--- config.mk ---
export PLATFORM = sky130hd
export DESIGN_NAME = execute_stage
export DESIGN_NICKNAME = d
export VERILOG_FILES = /design/src/common/cpu_defs.svh /design/src/common/isa_pkg.sv /design/src/common/pipe_pkg.sv /design/src/rtl/execute_stage.sv
export SDC_FILE = /design/constraint.sdc
export NUM_CORES = 1
export LEC_CHECK = 0
export BUFFER_PORTS_ARGS = -buffer_cell sky130_fd_sc_hd__buf_2
export CORE_MARGIN = 2
export CORE_UTILIZATION = 45
export CTS_CLUSTER_SIZE = 8
export DETAILED_ROUTE_END_ITERATION = 12
export PLACE_DENSITY = 0.68
export SYNTH_ARGS = -nofsm -noshare
export SYNTH_HDL_FRONTEND = slang
export SYNTH_SLANG_ARGS = --single-unit
--- constraint.sdc ---
create_clock -name clk -period 5.1 [get_ports clk]
set_input_delay 0.51 -clock clk [delete_from_list [all_inputs] [get_ports clk]]
set_output_delay 0.51 -clock clk [all_outputs]
set_load 0.05 [all_outputs]
--- src/common/cpu_defs.svh ---
`ifndef CPU_DEFS_SVH
`define CPU_DEFS_SVH

// First fetch address after reset
`define RESET_PC 32'h0000_1000

// Data memory depth in 32-bit words
`define DMEM_WORDS 256

`endif

--- src/common/isa_pkg.sv ---
package isa_pkg;

    localparam logic [6:0] op_lui    = 7'b0110111;
    localparam logic [6:0] op_auipc  = 7'b0010111;
    localparam logic [6:0] op_jal    = 7'b1101111;
    localparam logic [6:0] op_jalr   = 7'b1100111;
    localparam logic [6:0] op_branch = 7'b1100011;
    localparam logic [6:0] op_load   = 7'b0000011;
    localparam logic [6:0] op_store  = 7'b0100011;
    localparam logic [6:0] op_imm    = 7'b0010011;
    localparam logic [6:0] op_reg    = 7'b0110011;

    typedef enum logic [2:0] {
        alu_logic = 3'b001,
        alu_shift = 3'b010,
        alu_arith = 3'b100,
        alu_jump  = 3'b110,
        alu_mem   = 3'b111
    } alu_sel_e;

    typedef logic [2:0] alu_op_t;

    localparam alu_op_t aop_or   = 3'd0;
    localparam alu_op_t aop_and  = 3'd1;
    localparam alu_op_t aop_xor  = 3'd2;
    localparam alu_op_t aop_sll  = 3'd0;
    localparam alu_op_t aop_srl  = 3'd1;
    localparam alu_op_t aop_sra  = 3'd2;
    localparam alu_op_t aop_add  = 3'd0;
    localparam alu_op_t aop_sub  = 3'd1;
    localparam alu_op_t aop_slt  = 3'd2;
    localparam alu_op_t aop_sltu = 3'd3;

    // Widths for the mem group, loads below mem_sb
    localparam alu_op_t mem_lb  = 3'd0;
    localparam alu_op_t mem_lh  = 3'd1;
    localparam alu_op_t mem_lw  = 3'd2;
    localparam alu_op_t mem_lbu = 3'd3;
    localparam alu_op_t mem_lhu = 3'd4;
    localparam alu_op_t mem_sb  = 3'd5;
    localparam alu_op_t mem_sh  = 3'd6;
    localparam alu_op_t mem_sw  = 3'd7;

    typedef struct packed {
        logic [6:0] funct7;
        logic [4:0] rs2;
        logic [4:0] rs1;
        logic [2:0] funct3;
        logic [4:0] rd;
        logic [6:0] opcode;
    } r_view_t;

    typedef struct packed {
        logic [19:0] imm;
        logic [4:0]  rd;
        logic [6:0]  opcode;
    } u_view_t;

    typedef union packed {
        r_view_t r_view;
        u_view_t u_view;
    } inst_u;

endpackage

--- src/common/pipe_pkg.sv ---
package pipe_pkg;

    typedef struct packed {
        logic          valid;
        logic [31:0]   pc;
        isa_pkg::inst_u inst;
    } if_id_t;

    typedef struct packed {
        logic              valid;
        isa_pkg::alu_sel_e alusel;
        isa_pkg::alu_op_t  aluop;
        logic [31:0]       op1;
        logic [31:0]       op2;
        logic [31:0]       store_data;   // Already forwarded
        logic [31:0]       mem_offset;
        logic [31:0]       link_addr;
        logic              write;
        logic [4:0]        rd;
    } id_ex_t;

    typedef struct packed {
        logic             valid;
        logic [31:0]      result;        // ALU result or memory address
        logic [31:0]      store_data;
        logic             is_mem;
        isa_pkg::alu_op_t mem_op;
        logic             write;
        logic [4:0]       rd;
    } ex_mem_t;

    typedef struct packed {
        logic        write;
        logic [4:0]  rd;
        logic [31:0] data;
    } mem_wb_t;

    typedef struct packed {
        logic        write;
        logic        load;
        logic [4:0]  rd;
        logic [31:0] data;
    } fwd_t;

endpackage

--- src/rtl/execute_stage.sv ---
module execute_stage (
    input  logic              clk,
    input  logic              reset,
    input  pipe_pkg::id_ex_t  id_ex,
    output pipe_pkg::ex_mem_t ex_mem,
    output pipe_pkg::fwd_t    ex_fwd
);

    logic [31:0] op1;
    logic [31:0] op2;
    logic [4:0]  shamt;
    logic [31:0] result;
    logic        is_load;

    assign op1 = id_ex.op1;
    assign op2 = id_ex.op2;
    assign shamt = op2[4:0];

    always_comb begin
        result = '0;
        case (id_ex.alusel)
            isa_pkg::alu_logic: begin
                case (id_ex.aluop)
                    isa_pkg::aop_or: result = op1 | op2;
                    isa_pkg::aop_and: result = op1 & op2;
                    default: result = op1 ^ op2;
                endcase
            end
            isa_pkg::alu_shift: begin
                case (id_ex.aluop)
                    isa_pkg::aop_sll: result = op1 << shamt;
                    isa_pkg::aop_srl: result = op1 >> shamt;
                    default: result = $signed(op1) >>> shamt;  // Keeps the sign
                endcase
            end
            isa_pkg::alu_arith: begin
                case (id_ex.aluop)
                    isa_pkg::aop_add: result = op1 + op2;
                    isa_pkg::aop_sub: result = op1 - op2;
                    isa_pkg::aop_slt: result = {31'b0, $signed(op1) < $signed(op2)};
                    default: result = {31'b0, op1 < op2};
                endcase
            end
            isa_pkg::alu_jump: result = id_ex.link_addr;
            isa_pkg::alu_mem: result = op1 + id_ex.mem_offset;  // Effective address
            default: result = '0;
        endcase
    end

    assign is_load = id_ex.alusel == isa_pkg::alu_mem && id_ex.aluop < isa_pkg::mem_sb;

    assign ex_fwd = '{write: id_ex.valid && id_ex.write,
                      load: id_ex.valid && id_ex.write && is_load,
                      rd: id_ex.rd,
                      data: result};

    always_ff @(posedge clk) begin
        if (reset) begin
            ex_mem.valid <= 1'b0;
            ex_mem.write <= 1'b0;
        end else begin
            ex_mem.valid <= id_ex.valid;
            ex_mem.write <= id_ex.valid && id_ex.write;
        end
        ex_mem.result <= result;
        ex_mem.store_data <= id_ex.store_data;
        ex_mem.is_mem <= id_ex.alusel == isa_pkg::alu_mem;
        ex_mem.mem_op <= id_ex.aluop;
        ex_mem.rd <= id_ex.rd;
    end

endmodule

==> out/metrics.yaml <==
status: "finished clean"
critical_path_required_ns: 4.59
largest_reg_flops: 75
clockBufferDepth: 2
fmax_mhz: 217.6
grt-busiest-layer: "met2"
synth_area_um2: 12910
design_area_um2: 14960
tns_ns: 0
whs_path_depth: 1
finalCritPeriodShare_pct: 90.11
drt_first_pass_iters: 5
antenna_cells: 0
drv_slew: 0
clock_sinks: 75
post_cts_resized: 0
syn-instance-count: 1758
grt_max_degree: 85
die_h_um: 173.4
irDropWorstVdd_uv: 169.5
grt_pass1_wl_mm: 87.33
htreeDepth: 3
placed_area_um2: 14650
cts_setup_buffers: 0
wl_mm: 59.24
synth_ff_type: "dfxtp_1"
p_leak_nw: 6.831
synth_nets: 2070
rsz0062_at_grt: "false"
synth_area_per_cell_um2: 7.342
fin_crit_ns: 4.596
viasPerCell: 6.483
seqPwrFrac_pct: 20.1
postCtsHoldBufs: 0
synth-seq-cells: 75
layout_commonest_cell: "buf_2"
power.internal_mw: 1.596
grt_pass1_vias: 14060
clockRootBuffer: "clkbuf_16"
setup_viol: 0
synth_cell_types: 80
largestRegisters: "ex_mem (75)"
tightest_slew_ns: 0.9182
place_congestion: 0.9887
final_cell_mix: "buf_2, nor2_1, a21oi_1"
cts_tree: "done"
die_w_um: 173.4
switching_share_pct: 50.48
p_switching_mw: 1.627
largest-register: "ex_mem"
total_power_mw: 3.224
grt_use_met3_pct: 6.294
combPwrFrac_pct: 58.5
cp-end-kind: "output pin"
startpoint_type: "input port"
portBuffers: 288
io-pin-count: 289
grtUsageTotal_pct: 37.85
via_count: 15340
clk_pin_slew_ns: 0.07
yosysWarningCount: 0
rows: 62
max-slew-margin-rel_pct: 38.79
drive_above_1_share_pct: 22.10
wire_per_inst_um: 25.04
initial_core_util_pct: 45.34
criticalPathCategory: "input port to output pin"
overflow: 0
power_density_nw_per_um2: 215.5
arrival_ns: 4.09
grtUsageMet1_pct: 49.52
fillers: 2818
async_flop_share_pct: 0
final_nets: 2289
cts-buffers-inserted: 9
synth-edff-count: 0
drc: 0
coreArea_um2: 28470
path_max_fanout: 10
cap_violations: 0
die_area_um2: 30050
post-dp-hpwl_mm: 45.90
postRouteAntennaNets: 0
area_delta_synth_final_pct: 15.90
hold_viol: 0
drtIter0Drc: 1866
ys_seq_area_share_pct: 11.63
grtUsageMet2_pct: 58.68
pwr-share-clk_pct: 21.3
hp-class: "input port to flip-flop"
antenna_found_initial: 1
cell usage after synthesis (all sizes together), types with 11 or more instances:
cell	instances	area, um^2
o211ai	33	247.7
nor3	45	225.2
nand2	132	495.5
mux4	54	1235
ha	134	1677
nand2b	14	87.58
buf	48	279.0
a2111oi	11	96.34
xor2	14	122.6
o21ai	145	725.7
a31oi	15	93.84
a21oi	166	830.8
inv	109	409.1
a211o	11	96.34
a21o	29	217.7
mux2i	51	510.5
o21a	19	142.6
o21bai	14	105.1
a211oi	37	277.8
mux2	15	168.9
o221ai	16	140.1
o22ai	14	87.58
or3	13	81.33
a221oi	18	163.9
dfxtp	75	1501
xnor2	32	280.3
nand3	42	210.2
clkbuf	84	315.3
nor2b	13	81.33
o31ai	16	125.1
nor2	209	789.5
worst paths after layout:
kind  startpoint          to  slack, ns
max   id_ex[135]  ex_fwd[27]       0.50
min    id_ex[95]  ex_mem[35]       0.25
worst max-delay path: stages:
cell and delay [ns]:
buf_2 0.20, inv_1 0.15, ha_1 0.34, or2_2 0.32, a221oi_1 0.48, o211ai_1 0.30, o31a_1 0.41, o2111ai_1 0.24
nand2_1 0.17, o21ai_0 0.34, xor2_1 0.11, o211ai_1 0.22, buf_2 0.30
stage by stage:
stage / setup WS [ns] / cells / util (%) / hold slack [ns]
6_report: 0.5044 / 2366 / 52.54 / 0.2450
3_3_place_gp: 0.6986 / 2350 / 51.47 / 0.6122
3_5_place_dp: 0.6417 / 2350 / 51.47 / 0.6142
2_1_floorplan: 0.04309 / 1758 / - / 0.5377
4_1_cts: 0.6315 / 2366 / 52.54 / 0.2398
5_1_grt: 0.2415 / 2366 / 52.54 / 0.2336
final cells by class:
cell class              instances  area (um^2)  area share (%)
flip-flops and latches         75         1501           10.04
multi-input cells            1439        10400           69.53
repair buffers                340         1849           12.36
clock buffers                   9        225.2           1.506
clock inverters                 7        81.33          0.5437
inverters                     112        420.4           2.810
well taps                     384        480.5           3.212
kinds of logic (layout without fill, tap and decap cells):
kind of cell             Yosys count  after routing  share of synthesized area [%]
buffers and inverters            244            468                          7.861
flip-flops                        75             75                          11.63
multiplexers                     120            120                          14.83
XOR/XNOR                          46             46                          3.121
adder cells (fa/ha/maj)          137            137                          13.45
AO/OA/AOI/OAI                    616            616                          31.14
AND/OR/NAND/NOR                  520            520                          17.96
power by group through the flow:
stage               Combinational [mW]  Clock (mW)  Sequential, mW
CTS                               1.84       0.694           0.650
detailed placement                1.83           0           0.663
global route                      2.00       0.715           0.653
finish                            1.89       0.688           0.650
floorplan                         1.09           0           0.847
global placement                  1.83           0           0.663
routing by layer:
metal  part of all wire, %  wire [um]
met1                    41      24050
met2                    43      25620
met4                   6.7       3994
met3                   9.4       5562
met5                 0.017         10
No activity file was read; power rests on OpenSTA's default activity.
