### src/common/cpu_defs.svh
`ifndef CPU_DEFS_SVH
`define CPU_DEFS_SVH

// First fetch address after reset
`define RESET_PC 32'h0000_1000

// Data memory depth in 32-bit words
`define DMEM_WORDS 256

`endif

### src/common/isa_pkg.sv
package isa_pkg;

    localparam logic [6:0] op_lui    = 7'b0110111;
    localparam logic [6:0] op_auipc  = 7'b0010111;
    localparam logic [6:0] op_jal    = 7'b1101111;
    localparam logic [6:0] op_jalr   = 7'b1100111;
    localparam logic [6:0] op_branch = 7'b1100011;
    localparam logic [6:0] op_load   = 7'b0000011;
    localparam logic [6:0] op_store  = 7'b0100011;
    localparam logic [6:0] op_imm    = 7'b0010011;
    localparam logic [6:0] op_reg    = 7'b0110011;

    typedef enum logic [2:0] {
        alu_logic = 3'b001,
        alu_shift = 3'b010,
        alu_arith = 3'b100,
        alu_jump  = 3'b110,
        alu_mem   = 3'b111
    } alu_sel_e;

    typedef logic [2:0] alu_op_t;

    localparam alu_op_t aop_or   = 3'd0;
    localparam alu_op_t aop_and  = 3'd1;
    localparam alu_op_t aop_xor  = 3'd2;
    localparam alu_op_t aop_sll  = 3'd0;
    localparam alu_op_t aop_srl  = 3'd1;
    localparam alu_op_t aop_sra  = 3'd2;
    localparam alu_op_t aop_add  = 3'd0;
    localparam alu_op_t aop_sub  = 3'd1;
    localparam alu_op_t aop_slt  = 3'd2;
    localparam alu_op_t aop_sltu = 3'd3;

    // Widths for the mem group, loads below mem_sb
    localparam alu_op_t mem_lb  = 3'd0;
    localparam alu_op_t mem_lh  = 3'd1;
    localparam alu_op_t mem_lw  = 3'd2;
    localparam alu_op_t mem_lbu = 3'd3;
    localparam alu_op_t mem_lhu = 3'd4;
    localparam alu_op_t mem_sb  = 3'd5;
    localparam alu_op_t mem_sh  = 3'd6;
    localparam alu_op_t mem_sw  = 3'd7;

    typedef struct packed {
        logic [6:0] funct7;
        logic [4:0] rs2;
        logic [4:0] rs1;
        logic [2:0] funct3;
        logic [4:0] rd;
        logic [6:0] opcode;
    } r_view_t;

    typedef struct packed {
        logic [19:0] imm;
        logic [4:0]  rd;
        logic [6:0]  opcode;
    } u_view_t;

    typedef union packed {
        r_view_t r_view;
        u_view_t u_view;
    } inst_u;

endpackage

### src/common/pipe_pkg.sv
package pipe_pkg;

    typedef struct packed {
        logic          valid;
        logic [31:0]   pc;
        isa_pkg::inst_u inst;
    } if_id_t;

    typedef struct packed {
        logic              valid;
        isa_pkg::alu_sel_e alusel;
        isa_pkg::alu_op_t  aluop;
        logic [31:0]       op1;
        logic [31:0]       op2;
        logic [31:0]       store_data;   // Already forwarded
        logic [31:0]       mem_offset;
        logic [31:0]       link_addr;
        logic              write;
        logic [4:0]        rd;
    } id_ex_t;

    typedef struct packed {
        logic             valid;
        logic [31:0]      result;        // ALU result or memory address
        logic [31:0]      store_data;
        logic             is_mem;
        isa_pkg::alu_op_t mem_op;
        logic             write;
        logic [4:0]       rd;
    } ex_mem_t;

    typedef struct packed {
        logic        write;
        logic [4:0]  rd;
        logic [31:0] data;
    } mem_wb_t;

    typedef struct packed {
        logic        write;
        logic        load;
        logic [4:0]  rd;
        logic [31:0] data;
    } fwd_t;

endpackage

### src/decode/reg_file.sv
module reg_file (
    input  logic              clk,
    input  logic              reset,
    input  logic [4:0]        reg1_addr,
    input  logic [4:0]        reg2_addr,
    input  pipe_pkg::mem_wb_t wb,
    output logic [31:0]       reg1_data,
    output logic [31:0]       reg2_data
);

    logic [31:0] regs [1:31];

    // x0 is zero, same-cycle write passes straight through
    function automatic logic [31:0] read_port(input logic [4:0] addr);
        if (addr == 5'd0)
            return '0;
        if (wb.write && wb.rd == addr)
            return wb.data;
        return regs[addr];
    endfunction

    always_ff @(posedge clk) begin
        if (reset) begin
            for (int i = 1; i < 32; i++) begin
                regs[i] <= '0;
            end
        end else if (wb.write && wb.rd != 5'd0) begin
            regs[wb.rd] <= wb.data;
        end
    end

    always_comb begin
        reg1_data = read_port(reg1_addr);
        reg2_data = read_port(reg2_addr);
    end

    assert property (@(posedge clk) disable iff (reset) wb.write |-> wb.rd != 5'd0);

endmodule

### config.mk
export PLATFORM = sky130hd
export DESIGN_NAME = reg_file
export DESIGN_NICKNAME = d
export VERILOG_FILES = /design/src/common/cpu_defs.svh /design/src/common/isa_pkg.sv /design/src/common/pipe_pkg.sv /design/src/decode/reg_file.sv
export SDC_FILE = /design/constraint.sdc
export NUM_CORES = 2
export LEC_CHECK = 0
export BUFFER_PORTS_ARGS = -buffer_cell sky130_fd_sc_hd__buf_2
export CAP_MARGIN = 10
export CORE_AREA = 2 2 296 298
export CTS_CLUSTER_DIAMETER = 50
export DETAILED_ROUTE_END_ITERATION = 8
export DIE_AREA = 0 0 298 300
export PLACE_DENSITY = 0.77
export SYNTH_ARGS = -nofsm -noshare
export SYNTH_HDL_FRONTEND = slang
export SYNTH_SLANG_ARGS = --single-unit
### constraint.sdc
create_clock -name clk -period 3.6 [get_ports clk]
set_input_delay 0.72 -clock clk [delete_from_list [all_inputs] [get_ports clk]]
set_output_delay 0.72 -clock clk [all_outputs]
set_load 0.02 [all_outputs]
==> summary by stage <==
Status
The flow ran to the end, but the final reports show violations. The final reports fail on negative setup slack.

Placement
In this run the tool buffered the top-level ports with 113 buffer cells. Routability-driven placement finished with a final weighted congestion of 1.04. After legalization and detailed placement, the total HPWL measured 126000 um.

Synthesis
The distinct cell type count of the synthesized netlist is 50. The number of enable flip-flop cells after synthesis is 1024. The count of mapped cells out of synthesis is 3740. The share of flip-flops with an asynchronous set or reset is 0%. The share of the Yosys chip area taken by registers is 56.2%.

By area the synthesized netlist is led by sky130_fd_sc_hd__edfxtp_1 (56%), sky130_fd_sc_hd__mux4_2 (16%), sky130_fd_sc_hd__and2_1 (11%). Yosys printed 0 warnings. The post-synthesis average cell area is 14.6 um2. The cell accounting for the most synthesized area is sky130_fd_sc_hd__edfxtp_1. The cell area after synthesis is 54700 um2. The dominant synthesized flop cell is sky130_fd_sc_hd__edfxtp_1. The top cell type by area accounts for 56.2% of the synthesized area. The register bit total from synthesis is 1024.

Clock network
The CTS tree is yes. The maximum clock insertion buffer count is 3. The number of clock buffers added by TritonCTS is 118.

After clock tree synthesis, the flow added hold-fix buffers numbering 0. The buffer cell driving the clock tree root is sky130_fd_sc_hd__clkbuf_16. The clock drives 1024 sinks. The clock-pin slew on the worst setup and hold paths is 0.06 ns. The number of levels the H-tree was split into is 3.

Critical path
Data arrives at the worst endpoint at 3.03 ns. The startpoint kind of the worst setup timing path is a flop. Along the worst path, the maximum fanout reaches 2.

The endpoint type of the worst setup path is an output port. Data on the critical path is required at its endpoint by 2.88 ns. The worst setup path is of the reg2out kind.

Route
The routed design has 201000 um of wire. The post-detailed-route via-to-cell ratio is 7.43. Before antenna repair, the detailed router went through 6 iterations. The mean routed wirelength per cell is 37.8 um. The number of DRC violations after detailed-routing iteration 0 is 6614. In this run the remaining antenna-violating nets after routing total 0. In the routed design, unresolved DRC markers number 0. The detailed router placed 39526 vias in this run.

Final layout
The largest register by flop count is regs. The layout cell share with drive strength beyond 1 is 31.5%. Summing all multi-input logic gate instances after layout gives 23000 um2. The largest registers in the layout are regs: 1024 flops. The register with the most flip-flops in the layout has 1024 of them.

The number of nets in the layout is 4110. The filler cells instantiated in the layout total 5249. The layout overhead on the synthesized area is 18.6%. The sequential cells in the finished layout cover a total of 30700 um2.

Hold path
The hold-critical path depth is 1. The path with the worst hold slack has its endpoint at regs[0][23]. The path class of the tightest hold or removal check is in2reg. The startpoint of the most critical hold path is wb[23].

Timing
The total count of hold-check failures in the final report was 0. The tightest hold path in the finished design has a slack of 0.476 ns. For the pin with the worst max-slew slack, the measured transition is 0.709 ns. The final worst-path setup slack is -0.151 ns. After layout, the worst path uses 104% of the clock period. The final period demand of the worst path is 3.75 ns. The achievable clock frequency is 267 MHz. Setup repair after global routing could not meet its margin everywhere.

The worst pin sits at a relative slew slack of 52.8%. Setup violations remaining at the end of the flow were counted as 17. The number of pins with negative max-slew slack in the final report is 0.

The final total negative setup slack is -0.609 ns.

Floorplan
In this run the count of I/O pins placed on the die edge is 114. The placeable core region is 86200 um2. The initial standard-cell utilization of the core is 63.5%. The die area is 89400 um2. Row generation in the floorplan step produced 108 rows. The die outline width is 298 um. In this run the vertical extent of the chip is 300 um.

Flow run
The number of max-cap violations is 0.

Global route
The number of antenna violations at the first check in global routing was 15. For this run, the total global-route usage over all layers was measured as 44.5%. Entering global routing, the biggest net connects 40 pins. The number of global-route vias before repair was 39275. The total grt overflow is 0. The first global-routing pass estimated 280000 um of wire.

Power
Across the VDD grid, the largest voltage drop is 0.000417 V. Power spread over the standard cell area amounts to 482 nW/um2. The analysis attributes to cell leakage a power of 0.0237 uW.
[power by group]
part           internal, uW  switching (uW)  total (uW)
combinational          1890            2590        4480
clock                  7540            5100       12600
sequential            13800             372       14200
[cell usage in the layout, fill, tap and decap left out, drive strengths merged, types with 42 or more instances in the layout]
cell    Yosys  routed
mux4      388     388
o221ai     42      42
clkbuf    303     141
a22oi     133     133
buf       110     573
a21oi      78      78
nor2       44      44
mux2i     281     281
a22o       55      55
edfxtp   1024    1024
and2      996     996
[Yosys cell counts, types with 3 or more instances]
cell type,n
sky130_fd_sc_hd__mux2_2,5
sky130_fd_sc_hd__and2_1,994
sky130_fd_sc_hd__buf_1,14
sky130_fd_sc_hd__nand3_1,12
sky130_fd_sc_hd__o22a_1,3
sky130_fd_sc_hd__o32ai_1,4
sky130_fd_sc_hd__a221oi_1,4
sky130_fd_sc_hd__xnor2_1,10
sky130_fd_sc_hd__buf_6,6
sky130_fd_sc_hd__buf_2,70
sky130_fd_sc_hd__o211ai_1,10
sky130_fd_sc_hd__o2111ai_1,3
sky130_fd_sc_hd__buf_4,20
sky130_fd_sc_hd__edfxtp_1,1024
sky130_fd_sc_hd__a22o_1,55
sky130_fd_sc_hd__nand2b_1,3
sky130_fd_sc_hd__a21oi_1,78
sky130_fd_sc_hd__nand3b_1,5
sky130_fd_sc_hd__o22ai_1,41
sky130_fd_sc_hd__mux4_2,388
sky130_fd_sc_hd__nor3_1,3
sky130_fd_sc_hd__o21ai_0,9
sky130_fd_sc_hd__or2_2,33
sky130_fd_sc_hd__nand2_1,36
sky130_fd_sc_hd__a211oi_1,7
sky130_fd_sc_hd__nor2b_1,6
sky130_fd_sc_hd__a32oi_1,9
sky130_fd_sc_hd__o221a_2,18
sky130_fd_sc_hd__nor2_1,44
sky130_fd_sc_hd__clkbuf_1,303
sky130_fd_sc_hd__a31oi_1,7
sky130_fd_sc_hd__a22oi_1,133
sky130_fd_sc_hd__a221o_1,13
sky130_fd_sc_hd__o31ai_1,4
sky130_fd_sc_hd__mux2i_1,281
sky130_fd_sc_hd__o221ai_1,42
sky130_fd_sc_hd__a2111oi_0,24
[cell families (layout without fill, tap and decap cells)]
group,after synthesis,after routing,synth area share [%]
compound gates,469,469,6.45
xor+xnor,10,10,0.160
buf+inv,415,801,3.23
flops,1024,1024,56.2
mux,674,674,21.2
other cells,1,42,0.00685
simple gates,1147,1147,12.7
[worst max path at each step]
stage / startpoint / to / cells after the start
6_report: regs[12][19] / reg1_data[19] / 7
5_1_grt: regs[12][19] / reg1_data[19] / 7
4_1_cts: reg1_addr[0] / reg1_data[15] / 9
3_5_place_dp: reg1_addr[0] / reg1_data[19] / 10
3_3_place_gp: reg1_addr[0] / reg1_data[20] / 10
2_1_floorplan: reg1_addr[0] / reg1_data[10] / 9
[layout make-up]
cell class,instances,share of cell area [%]
multi-input cells,2332,35.5
repair buffers,582,8.57
flip-flops and latches,1024,47.4
well taps,1155,2.23
inverters,2,0.0116
clock inverters,82,1.60
clock buffers,135,4.65
diodes,10,0.0386
[critical path, cell delays in order (launching register included)]
cell,delay (ns)
sky130_fd_sc_hd__edfxtp_1,0.41
sky130_fd_sc_hd__mux4_2,0.48
sky130_fd_sc_hd__a22o_4,0.29
sky130_fd_sc_hd__a2111oi_4,0.52
sky130_fd_sc_hd__buf_4,0.20
sky130_fd_sc_hd__a21oi_2,0.04
sky130_fd_sc_hd__a22o_1,0.22
sky130_fd_sc_hd__buf_6,0.14
[stage by stage]
stage	power, uW	util [%]	setup WS [ns]	instances	area [um2]
3_3_place_gp	18300	68.8	-0.616	5026	59300
6_report	31300	75.3	-0.151	5322	64900
4_1_cts	30900	74.3	-0.0504	5266	64100
5_1_grt	31800	75.2	-0.152	5313	64900
2_1_floorplan	16500	-	0.298	3771	54800
3_5_place_dp	18400	68.8	-0.743	5026	59300
[layer usage]
| layer | global-route usage [%] | routed length [um] |
|---|---|---|
| met1 | 55.7 | 63700 |
| met2 | 66.7 | 90000 |
| met3 | 12.2 | 28400 |
| met4 | 34.0 | 18900 |
| met5 | 0 | 90 |
[repair_timing]
| item | in CTS | in global routing |
|---|---|---|
| gates cloned | 3 | 5 |
| setup endpoints to repair | 46 | 54 |
| setup buffers | 21 | 41 |
| gates resized for setup | 79 | 58 |
| pin swaps | 12 | 28 |
No activity file was read; power rests on OpenSTA's default activity.
