**config.mk**
```make
export PLATFORM = sky130hd
export DESIGN_NAME = fetch_stage
export DESIGN_NICKNAME = d
export VERILOG_FILES = /design/src/common/isa_pkg.sv /design/src/common/pipe_pkg.sv /design/src/rtl/fetch_stage.sv
export VERILOG_INCLUDE_DIRS = /design/src /design/src/common
export SDC_FILE = /design/constraint.sdc
export NUM_CORES = 1
export LEC_CHECK = 0
export BUFFER_PORTS_ARGS = -buffer_cell sky130_fd_sc_hd__buf_4
export CORE_MARGIN = 1.5
export CORE_UTILIZATION = 51
export DETAILED_ROUTE_END_ITERATION = 7
export PLACE_DENSITY = 0.84
export REMOVE_ABC_BUFFERS = 1
export SLEW_MARGIN = 20
export SYNTH_ARGS = -nofsm -noshare
export SYNTH_HDL_FRONTEND = slang
export SYNTH_SLANG_ARGS = --single-unit
```
**constraint.sdc**
```tcl
create_clock -name clk -period 6.3 [get_ports clk]
set_clock_uncertainty 0.1 [all_clocks]
set_input_delay 1.26 -clock clk [delete_from_list [all_inputs] [get_ports clk]]
set_output_delay 1.26 -clock clk [all_outputs]
set_load 0.02 [all_outputs]
```
**src/common/cpu_defs.svh**
```systemverilog
`ifndef CPU_DEFS_SVH
`define CPU_DEFS_SVH

// First fetch address after reset
`define RESET_PC 32'h0000_1000

// Data memory depth in 32-bit words
`define DMEM_WORDS 256

`endif

```
**src/common/isa_pkg.sv**
```systemverilog
package isa_pkg;

    localparam logic [6:0] op_lui    = 7'b0110111;
    localparam logic [6:0] op_auipc  = 7'b0010111;
    localparam logic [6:0] op_jal    = 7'b1101111;
    localparam logic [6:0] op_jalr   = 7'b1100111;
    localparam logic [6:0] op_branch = 7'b1100011;
    localparam logic [6:0] op_load   = 7'b0000011;
    localparam logic [6:0] op_store  = 7'b0100011;
    localparam logic [6:0] op_imm    = 7'b0010011;
    localparam logic [6:0] op_reg    = 7'b0110011;

    typedef enum logic [2:0] {
        alu_logic = 3'b001,
        alu_shift = 3'b010,
        alu_arith = 3'b100,
        alu_jump  = 3'b110,
        alu_mem   = 3'b111
    } alu_sel_e;

    typedef logic [2:0] alu_op_t;

    localparam alu_op_t aop_or   = 3'd0;
    localparam alu_op_t aop_and  = 3'd1;
    localparam alu_op_t aop_xor  = 3'd2;
    localparam alu_op_t aop_sll  = 3'd0;
    localparam alu_op_t aop_srl  = 3'd1;
    localparam alu_op_t aop_sra  = 3'd2;
    localparam alu_op_t aop_add  = 3'd0;
    localparam alu_op_t aop_sub  = 3'd1;
    localparam alu_op_t aop_slt  = 3'd2;
    localparam alu_op_t aop_sltu = 3'd3;

    // Widths for the mem group, loads below mem_sb
    localparam alu_op_t mem_lb  = 3'd0;
    localparam alu_op_t mem_lh  = 3'd1;
    localparam alu_op_t mem_lw  = 3'd2;
    localparam alu_op_t mem_lbu = 3'd3;
    localparam alu_op_t mem_lhu = 3'd4;
    localparam alu_op_t mem_sb  = 3'd5;
    localparam alu_op_t mem_sh  = 3'd6;
    localparam alu_op_t mem_sw  = 3'd7;

    typedef struct packed {
        logic [6:0] funct7;
        logic [4:0] rs2;
        logic [4:0] rs1;
        logic [2:0] funct3;
        logic [4:0] rd;
        logic [6:0] opcode;
    } r_view_t;

    typedef struct packed {
        logic [19:0] imm;
        logic [4:0]  rd;
        logic [6:0]  opcode;
    } u_view_t;

    typedef union packed {
        r_view_t r_view;
        u_view_t u_view;
    } inst_u;

endpackage

```
**src/common/pipe_pkg.sv**
```systemverilog
package pipe_pkg;

    typedef struct packed {
        logic          valid;
        logic [31:0]   pc;
        isa_pkg::inst_u inst;
    } if_id_t;

    typedef struct packed {
        logic              valid;
        isa_pkg::alu_sel_e alusel;
        isa_pkg::alu_op_t  aluop;
        logic [31:0]       op1;
        logic [31:0]       op2;
        logic [31:0]       store_data;   // Already forwarded
        logic [31:0]       mem_offset;
        logic [31:0]       link_addr;
        logic              write;
        logic [4:0]        rd;
    } id_ex_t;

    typedef struct packed {
        logic             valid;
        logic [31:0]      result;        // ALU result or memory address
        logic [31:0]      store_data;
        logic             is_mem;
        isa_pkg::alu_op_t mem_op;
        logic             write;
        logic [4:0]       rd;
    } ex_mem_t;

    typedef struct packed {
        logic        write;
        logic [4:0]  rd;
        logic [31:0] data;
    } mem_wb_t;

    typedef struct packed {
        logic        write;
        logic        load;
        logic [4:0]  rd;
        logic [31:0] data;
    } fwd_t;

endpackage

```
**src/rtl/fetch_stage.sv**
```systemverilog
`include "cpu_defs.svh"

module fetch_stage (
    input  logic             clk,
    input  logic             reset,
    input  logic             stall,
    input  logic             br,
    input  logic [31:0]      br_addr,
    input  isa_pkg::inst_u   imem_data,
    output logic [31:0]      imem_addr,
    output pipe_pkg::if_id_t if_id
);

    logic [31:0] pc;

    assign imem_addr = pc;

    always_ff @(posedge clk) begin
        if (reset) begin
            pc <= `RESET_PC;
            if_id.valid <= 1'b0;
        end else if (!stall) begin    // Stall wins over redirect
            if (br) begin
                pc <= br_addr;
                if_id.valid <= 1'b0;  // Squash the fetched slot
            end else begin
                pc <= pc + 32'd4;
                if_id.valid <= 1'b1;
            end
        end
        if (!stall) begin
            if_id.pc <= pc;
            if_id.inst <= imem_data;
        end
    end

    assert property (@(posedge clk) disable iff (reset) br |-> br_addr[1:0] == 2'b00);

endmodule

```
==> flow_summary.html, run 1 <==
<table>
<tr><th>Metric</th><th>Value</th></tr>
<tr><th colspan="2">Status</th></tr>
<tr><td>Outcome</td><td>finished clean</td></tr>
<tr><th colspan="2">Layout</th></tr>
<tr><td>Footprint of the multi-input gates</td><td>about 0.0013 mm^2</td></tr>
<tr><td>Final layout net count</td><td>566</td></tr>
<tr><td>Final instance area</td><td>roughly 0.0055 mm^2</td></tr>
<tr><td>Most frequent cells in the layout</td><td>buf_4, edfxtp_1, nor2_1, dfxtp_1, a21oi_1</td></tr>
<tr><td>Total of fill cells in the finished design</td><td>between 500 and 600</td></tr>
<tr><td>Most common library cell in the layout ignoring fill and taps</td><td>buf_4</td></tr>
<tr><td>Signed area change from the synthesized netlist to the final layout</td><td>39.0%</td></tr>
<tr><td>Ratio of cells with drive above 1 in the final layout</td><td>between 30% and 40%</td></tr>
<tr><td>Register cell area after layout</td><td>0.00258 mm^2</td></tr>
<tr><td>Number of antenna diodes</td><td>0</td></tr>
<tr><th colspan="2">Floorplan</th></tr>
<tr><td>Core box area</td><td>0.00737 mm^2</td></tr>
<tr><td>Initial core utilization</td><td>between 50% and 60%</td></tr>
<tr><td>Vertical extent of the die</td><td>around 91 um</td></tr>
<tr><td>I/O pin count</td><td>165</td></tr>
<tr><td>Width of the die</td><td>around 91 um</td></tr>
<tr><td>Die Outline Area</td><td>just over 0.008 mm^2</td></tr>
<tr><td>Number of placement rows</td><td>31</td></tr>
<tr><th colspan="2">Routing</th></tr>
<tr><td>DR vias</td><td>approximately 3400</td></tr>
<tr><td>DR iter-0 viols</td><td>272</td></tr>
<tr><td>DRT Wirelength</td><td>10500 um</td></tr>
<tr><td>DRC Markers</td><td>0</td></tr>
<tr><td>Number of iterations in the first detailed-routing pass</td><td>5</td></tr>
<tr><td>Average wire length per cell after detail routing</td><td>approximately 17 um</td></tr>
<tr><td>Via-to-Cell Ratio</td><td>5.63</td></tr>
<tr><td>Detail Route Antenna Nets</td><td>0</td></tr>
<tr><th colspan="2">Global route</th></tr>
<tr><td>Number of global-route vias before repair</td><td>between 3000 and 4000</td></tr>
<tr><td>Global-route usage over all layers</td><td>approximately 26%</td></tr>
<tr><td>Total global routing overflow</td><td>0</td></tr>
<tr><td>Antenna violations before repair</td><td>0</td></tr>
<tr><td>Pin count of the biggest net entering global routing</td><td>48</td></tr>
<tr><td>First-pass GRT wire length</td><td>about 17000 um</td></tr>
<tr><th colspan="2">Pwr</th></tr>
<tr><td>Fraction of power spent switching nets</td><td>between 20% and 30%</td></tr>
<tr><td>Net Sw Power</td><td>approximately 0.36 mW</td></tr>
<tr><td>Share of power burned in combinational logic</td><td>14.5%</td></tr>
<tr><td>Sequential power share</td><td>between 50% and 60%</td></tr>
<tr><td>Clock network fraction of total power</td><td>between 30% and 40%</td></tr>
<tr><td>Internal power</td><td>roughly 1.1 mW</td></tr>
<tr><td>Worst vdd rail ir drop</td><td>roughly 0.13 mV</td></tr>
<tr><td>Static Leakage</td><td>2.30 nW</td></tr>
<tr><td>PD cells</td><td>roughly 260 mW/mm^2</td></tr>
<tr><th colspan="2">Place</th></tr>
<tr><td>Cell area reported after detailed placement</td><td>between 0.005 and 0.006 mm^2</td></tr>
<tr><td>IO buf count</td><td>about 160</td></tr>
<tr><td>Final RePlAce weighted congestion</td><td>0.845</td></tr>
<tr><td>HPWL after DPL</td><td>about 7400 um</td></tr>
<tr><th colspan="2">Clock network</th></tr>
<tr><td>Sinks on the clock net</td><td>97</td></tr>
<tr><td>Quantity of gates resized following cts</td><td>0</td></tr>
<tr><td>Post-CTS Repair Setup Buffers</td><td>0</td></tr>
<tr><td>Reg clk slew, reported paths</td><td>100 ps</td></tr>
<tr><td>Cts-stage hold buffer count</td><td>0</td></tr>
<tr><td>Clock buffers created by TritonCTS</td><td>9</td></tr>
<tr><td>TritonCTS clock tree</td><td>yes</td></tr>
<tr><td>Total number of H-tree levels</td><td>3</td></tr>
<tr><td>Insertion delay of the later-clocked pin in the worst-skew pair</td><td>roughly 360 ps</td></tr>
<tr><td>Max Buffers Root-to-Sink</td><td>2</td></tr>
<tr><td>Clock tree root driver cell</td><td>clkbuf_8</td></tr>
<tr><th colspan="2">Timing</th></tr>
<tr><td>Final hold vios</td><td>0</td></tr>
<tr><td>Fin crit share</td><td>between 40% and 50%</td></tr>
<tr><td>Least-Margin Pin Slew</td><td>890 ps</td></tr>
<tr><td>Count of final max-slew check failures</td><td>0</td></tr>
<tr><td>Maximum clock rate</td><td>329 MHz</td></tr>
<tr><td>Worst slew margin relative to its limit</td><td>about two fifths</td></tr>
<tr><td>Clock period minus final worst setup slack</td><td>about 3000 ps</td></tr>
<tr><td>Aggregate negative setup slack</td><td>0 ps</td></tr>
<tr><td>RSZ-0062 raised after global routing</td><td>no</td></tr>
<tr><td>Number of setup violations in the final report</td><td>0</td></tr>
<tr><th colspan="2">Synth</th></tr>
<tr><td>Synth Instances</td><td>between 300 and 400</td></tr>
<tr><td>Share of async-settable or async-resettable flops after synthesis</td><td>0%</td></tr>
<tr><td>Cell types occupying the most area after synthesis</td><td>edfxtp_1, dfxtp_1, nor2_1</td></tr>
<tr><td>Total of warnings raised by yosys</td><td>0</td></tr>
<tr><td>Mean area per synthesized cell</td><td>roughly 12 um^2</td></tr>
<tr><td>Top cell type by total area after synthesis</td><td>edfxtp_1</td></tr>
<tr><td>Most common flop cell mapped by yosys</td><td>edfxtp_1</td></tr>
<tr><td>Total standard cell area after synthesis</td><td>between 0.003 and 0.004 mm^2</td></tr>
<tr><td>Number of synthesized flops with an enable pin</td><td>64</td></tr>
<tr><td>Top-area cell type share of the netlist area</td><td>about half</td></tr>
<tr><td>Distinct cells, synth</td><td>47</td></tr>
<tr><td>Flop and latch count out of synthesis</td><td>just under 100</td></tr>
<tr><td>Share of the yosys chip area belonging to registers</td><td>around 65%</td></tr>
<tr><th colspan="2">Worst setup path</th></tr>
<tr><td>WS Path Type</td><td>in -&gt; reg</td></tr>
<tr><td>Critical path startpoint category</td><td>input port</td></tr>
<tr><td>Worst-path maximum fanout</td><td>44</td></tr>
<tr><td>Data arrival time of the worst path</td><td>around 3200 ps</td></tr>
<tr><td>Worst endpoint required time</td><td>between 6000 and 7000 ps</td></tr>
<tr><td>Setup crit end kind</td><td>register</td></tr>
<tr><th colspan="2">Worst hold path</th></tr>
<tr><td>Worst hold-check path type</td><td>reg -&gt; reg</td></tr>
<tr><th colspan="2">Flow run</th></tr>
<tr><td>Number of violations of the max-capacitance limit</td><td>0</td></tr>
</table>
## worst max-delay path: stages
cell and delay (ps):
buf_4 260, inv_2 590, buf_4 550, o21ai_0 160
nand2_1 90, o21ai_0 70, and2_1 170
## registers in the layout, indices dropped and copies added, names as in the netlist
| name | cells |
|---|---|
| if_id | 65 |
| imem_addr | 32 |
## synthesized netlist by cell type, drive strengths merged (2+ instances only)
cell type,number
nand2,17
nor2,40
a221oi,2
dfxtp,33
o22ai,3
a22o,2
nand4,8
a21oi,28
and2,5
a22oi,11
nor2b,3
inv,4
edfxtp,64
and3,12
nand3,21
or3,4
nor4,7
a31oi,10
mux2i,8
o211ai,2
nor3,3
buf,4
or2,2
a32o,2
clkbuf,13
o21ai,15
## worst paths after layout
check                  end    startpoint  slack [ps]  cells after the start
max reg2reg  imem_addr[30]  imem_addr[2]        3880                      6
min reg2reg      if_id[33]  imem_addr[1]         380                      0
max           imem_addr[5]         stall        3260                      7
min              if_id[33]  imem_addr[1]         380                      0
## power groups by stage
stage / registers [mW] / clock network (mW) / logic [mW]
CTS: 0.752 / 0.485 / 0.210
detailed placement: 0.766 / 0 / 0.209
global route: 0.758 / 0.509 / 0.223
global placement: 0.765 / 0 / 0.205
floorplan: 0.815 / 0 / 0.0395
finish: 0.752 / 0.480 / 0.210
## layer usage
layer  routed length (um)  global-route usage (%)  vias to the layer above
met2                 5070                    41.9                      194
li1                     -                       -                     1607
met5                    0                       0                        -
met1                 4420                    34.2                     1567
met4                  131                    7.81                        0
met3                  843                    6.20                       13
## layout make-up
type,count,area share [%]
clock inverters,6,2.05
clock buffers,10,2.32
repair buffers,165,22.5
flip-flops and latches,97,47.0
well taps,99,2.25
inverters,5,0.341
multi-input cells,219,23.5
## cells by family after synthesis
| family | share of synthesized area [%] |
|---|---|
| adders and majority gates | 0.316 |
| buffers and inverters | 2.09 |
| and+or+nand+nor | 16.9 |
| DFF | 65.3 |
| muxes | 2.31 |
| AOI/OAI and AO/OA | 13.1 |
## metrics by stage
step / cells / total power, mW / worst slack (ps) / util [%] / hold WS, ps
after floorplan: 321 / 0.854 / 2770 / - / 434
after global placement: 585 / 0.969 / 2830 / 71.3 / 355
after detailed placement: 585 / 0.976 / 2770 / 71.3 / 349
after CTS: 601 / 1.45 / 3110 / 74.6 / 378
final: 601 / 1.44 / 3260 / 74.6 / 377
after global routing: 601 / 1.49 / 3090 / 74.6 / 411
(Power assumes the default switching activity.)
==> inputs of run 2 (changes only) <==
--- a/config.mk
+++ b/config.mk
@@ -8,9 +8,9 @@
 export LEC_CHECK = 0
 export BUFFER_PORTS_ARGS = -buffer_cell sky130_fd_sc_hd__buf_4
 export CORE_MARGIN = 1.5
-export CORE_UTILIZATION = 51
+export CORE_UTILIZATION = 43
 export DETAILED_ROUTE_END_ITERATION = 7
-export PLACE_DENSITY = 0.84
+export PLACE_DENSITY = 0.76
 export REMOVE_ABC_BUFFERS = 1
 export SLEW_MARGIN = 20
 export SYNTH_ARGS = -nofsm -noshare
==> constraint.sdc (replaced) <==
create_clock -name clk -period 2.5 [get_ports clk]
set_clock_uncertainty 0.1 [all_clocks]
set_input_delay 0.5 -clock clk [delete_from_list [all_inputs] [get_ports clk]]
set_output_delay 0.5 -clock clk [all_outputs]
set_load 0.02 [all_outputs]
==> run 2 against run 1 <==
Net effect:
- utilization shrank 11 points
- worst setup slack got worse by 3000 ps
- hold slack worse by 170 ps
- clock power grew 130%
- highest routed layer unchanged
- via count rose by 1.3%
- non-clock buffer count increased by 12
- critical endpoint is now imem_addr[30]
- first-iteration DRC count rose by 2.6%
- the run now ends with DRC left
- sequential power grew to 2.5 times the previous value
==> flow_summary.html, run 2 (synthesis results as in run 1) <==
<table>
<tr><th>Metric</th><th>Value</th></tr>
<tr><th colspan="2">Flow run</th></tr>
<tr><td>Number of violations of the max-capacitance limit</td><td>0</td></tr>
<tr><th colspan="2">Layout</th></tr>
<tr><td>Most common library cell in the layout ignoring fill and taps</td><td>buf_4</td></tr>
<tr><td>Most frequent cells in the layout</td><td>buf_4, edfxtp_1, nor2_1, dfxtp_1, a21oi_1</td></tr>
<tr><td>Top register by number of flip-flops</td><td>if_id</td></tr>
<tr><td>Final layout net count</td><td>about 580</td></tr>
<tr><td>Max reg flops</td><td>65</td></tr>
<tr><td>Final core occ</td><td>between 60% and 70%</td></tr>
<tr><td>Number of antenna diodes</td><td>0</td></tr>
<tr><td>Ratio of cells with drive above 1 in the final layout</td><td>39.5%</td></tr>
<tr><td>Signed area change from the synthesized netlist to the final layout</td><td>40.9%</td></tr>
<tr><th colspan="2">Clock network</th></tr>
<tr><td>Insertion delay of the later-clocked pin in the worst-skew pair</td><td>between 300 and 400 ps</td></tr>
<tr><td>Reg clk slew, reported paths</td><td>~100 ps</td></tr>
<tr><td>Sinks on the clock net</td><td>between 90 and 100</td></tr>
<tr><td>Clock tree root driver cell</td><td>clkbuf_8</td></tr>
<tr><td>Quantity of gates resized following cts</td><td>0</td></tr>
<tr><td>Total number of H-tree levels</td><td>3</td></tr>
<tr><td>Cts-stage hold buffer count</td><td>0</td></tr>
<tr><td>Clock buffers created by TritonCTS</td><td>9</td></tr>
<tr><td>Max Buffers Root-to-Sink</td><td>2</td></tr>
<tr><td>TritonCTS clock tree</td><td>yes</td></tr>
<tr><td>Post-CTS Repair Setup Buffers</td><td>0</td></tr>
<tr><th colspan="2">Pwr</th></tr>
<tr><td>Static Leakage</td><td>2.34 nW</td></tr>
<tr><td>Fraction of power spent switching nets</td><td>about a quarter</td></tr>
<tr><td>Worst vdd rail ir drop</td><td>0.260 mV</td></tr>
<tr><td>Sequential power share</td><td>53.4%</td></tr>
<tr><td>PD cells</td><td>636 mW/mm^2</td></tr>
<tr><td>Net Sw Power</td><td>between 0.9 and 1 mW</td></tr>
<tr><td>Clock network fraction of total power</td><td>between 30% and 40%</td></tr>
<tr><td>Internal power</td><td>2.63 mW</td></tr>
<tr><td>Share of power burned in combinational logic</td><td>about 15%</td></tr>
<tr><th colspan="2">Timing</th></tr>
<tr><td>Aggregate negative setup slack</td><td>0 ps</td></tr>
<tr><td>RSZ-0062 raised after global routing</td><td>no</td></tr>
<tr><td>Worst slew margin relative to its limit</td><td>roughly 65%</td></tr>
<tr><td>Count of final max-slew check failures</td><td>0</td></tr>
<tr><td>Final hold vios</td><td>0</td></tr>
<tr><td>Clock period minus final worst setup slack</td><td>~2200 ps</td></tr>
<tr><td>Fin crit share</td><td>approximately 88%</td></tr>
<tr><td>Number of setup violations in the final report</td><td>0</td></tr>
<tr><td>Final worst slack</td><td>304 ps</td></tr>
<tr><td>Maximum clock rate</td><td>between 400 and 500 MHz</td></tr>
<tr><td>Least-Margin Pin Slew</td><td>526 ps</td></tr>
<tr><th colspan="2">Place</th></tr>
<tr><td>HPWL after DPL</td><td>roughly 8000 um</td></tr>
<tr><td>Final RePlAce weighted congestion</td><td>0.859</td></tr>
<tr><td>IO buf count</td><td>between 150 and 200</td></tr>
<tr><td>Worst setup timing slack at the placement stage</td><td>about 350 ps</td></tr>
<tr><th colspan="2">Worst setup path</th></tr>
<tr><td>Worst-path maximum fanout</td><td>9</td></tr>
<tr><td>WS Path Type</td><td>reg -&gt; reg</td></tr>
<tr><td>Worst endpoint required time</td><td>2700 ps</td></tr>
<tr><td>Setup crit end kind</td><td>register</td></tr>
<tr><td>Critical path startpoint category</td><td>register</td></tr>
<tr><td>Data arrival time of the worst path</td><td>between 2000 and 2500 ps</td></tr>
<tr><th colspan="2">Routing</th></tr>
<tr><td>DR iter-0 viols</td><td>279</td></tr>
<tr><td>Detail Route Antenna Nets</td><td>0</td></tr>
<tr><td>DRC Markers</td><td>18</td></tr>
<tr><td>Number of iterations in the first detailed-routing pass</td><td>8</td></tr>
<tr><td>DR vias</td><td>3425</td></tr>
<tr><td>DRT Wirelength</td><td>about 11000 um</td></tr>
<tr><td>Average wire length per cell after detail routing</td><td>between 15 and 20 um</td></tr>
<tr><td>Via-to-Cell Ratio</td><td>5.51</td></tr>
<tr><th colspan="2">Global route</th></tr>
<tr><td>Number of global-route vias before repair</td><td>3216</td></tr>
<tr><td>Global-route usage over all layers</td><td>between 20 and 25%</td></tr>
<tr><td>Pin count of the biggest net entering global routing</td><td>38</td></tr>
<tr><td>First-pass GRT wire length</td><td>roughly 17000 um</td></tr>
<tr><td>Total global routing overflow</td><td>0</td></tr>
<tr><td>Antenna violations before repair</td><td>0</td></tr>
<tr><th colspan="2">Status</th></tr>
<tr><td>Outcome</td><td>complete, but fails checks</td></tr>
<tr><td>Violated checks</td><td>DRC</td></tr>
<tr><th colspan="2">Floorplan</th></tr>
<tr><td>I/O pin count</td><td>165</td></tr>
<tr><td>Die Outline Area</td><td>between 0.009 and 0.01 mm^2</td></tr>
<tr><td>Vertical extent of the die</td><td>roughly 99 um</td></tr>
<tr><td>Number of placement rows</td><td>34</td></tr>
<tr><td>Width of the die</td><td>approximately 99 um</td></tr>
<tr><td>Initial core utilization</td><td>between 40% and 50%</td></tr>
<tr><td>Core box area</td><td>between 0.008 and 0.009 mm^2</td></tr>
<tr><th colspan="2">Worst hold path</th></tr>
<tr><td>Worst hold-check path type</td><td>in -&gt; reg</td></tr>
</table>
run 2: final timing paths:
kind | start | cells after the start | slack, ps | endpoint
hold / removal | imem_data[26] | 1 | 200 | if_id[26]
hold reg to reg | if_id[64] | 2 | 380 | if_id[64]
setup reg to reg | imem_addr[16] | 5 | 300 | imem_addr[30]
setup / recovery | imem_addr[16] | 5 | 300 | imem_addr[30]
run 2: final cells by class:
cell class / instances / area [um^2]
Fill cell: 716 / 3230
Sequential cell: 97 / 2580
Timing Repair Buffer: 177 / 1330
Multi-Input combinational cell: 219 / 1290
Tap cell: 108 / 135
Clock buffer: 10 / 128
Clock inverter: 6 / 88.8
Inverter: 5 / 18.8
run 2: power groups by stage:
stage | Sequential (mW) | Clock, mW | Combinational (mW)
final | 1.89 | 1.11 | 0.539
after global routing | 1.91 | 1.19 | 0.574
after CTS | 1.89 | 1.13 | 0.541
after detailed placement | 1.93 | 0 | 0.539
after global placement | 1.92 | 0 | 0.534
after floorplan | 2.05 | 0 | 0.0996
run 2: through the flow:
stage | power, mW | hold WS [ps] | area (um^2) | cells
4_1_cts | 3.57 | 193 | 5570 | 622
6_report | 3.54 | 205 | 5570 | 622
3_5_place_dp | 2.47 | 356 | 5360 | 606
2_1_floorplan | 2.15 | 434 | 3890 | 321
5_1_grt | 3.67 | 185 | 5570 | 622
3_3_place_gp | 2.46 | 344 | 5360 | 606
run 2: per-layer routing:
layer,track usage [%],vias to the layer above,routed length (um)
met5,0,-,0
met4,7.25,0,166
met3,5.11,15,991
met2,35.8,157,5320
met1,29.0,1615,4370
li1,-,1638,-
run 2: worst max-delay path, cell delays in order (launching register included):
cell and delay, ps:
dfxtp_1 490, nand4_2 230, nor4_4 520, nand3_2 180, or4b_1 530, nand3_1 90
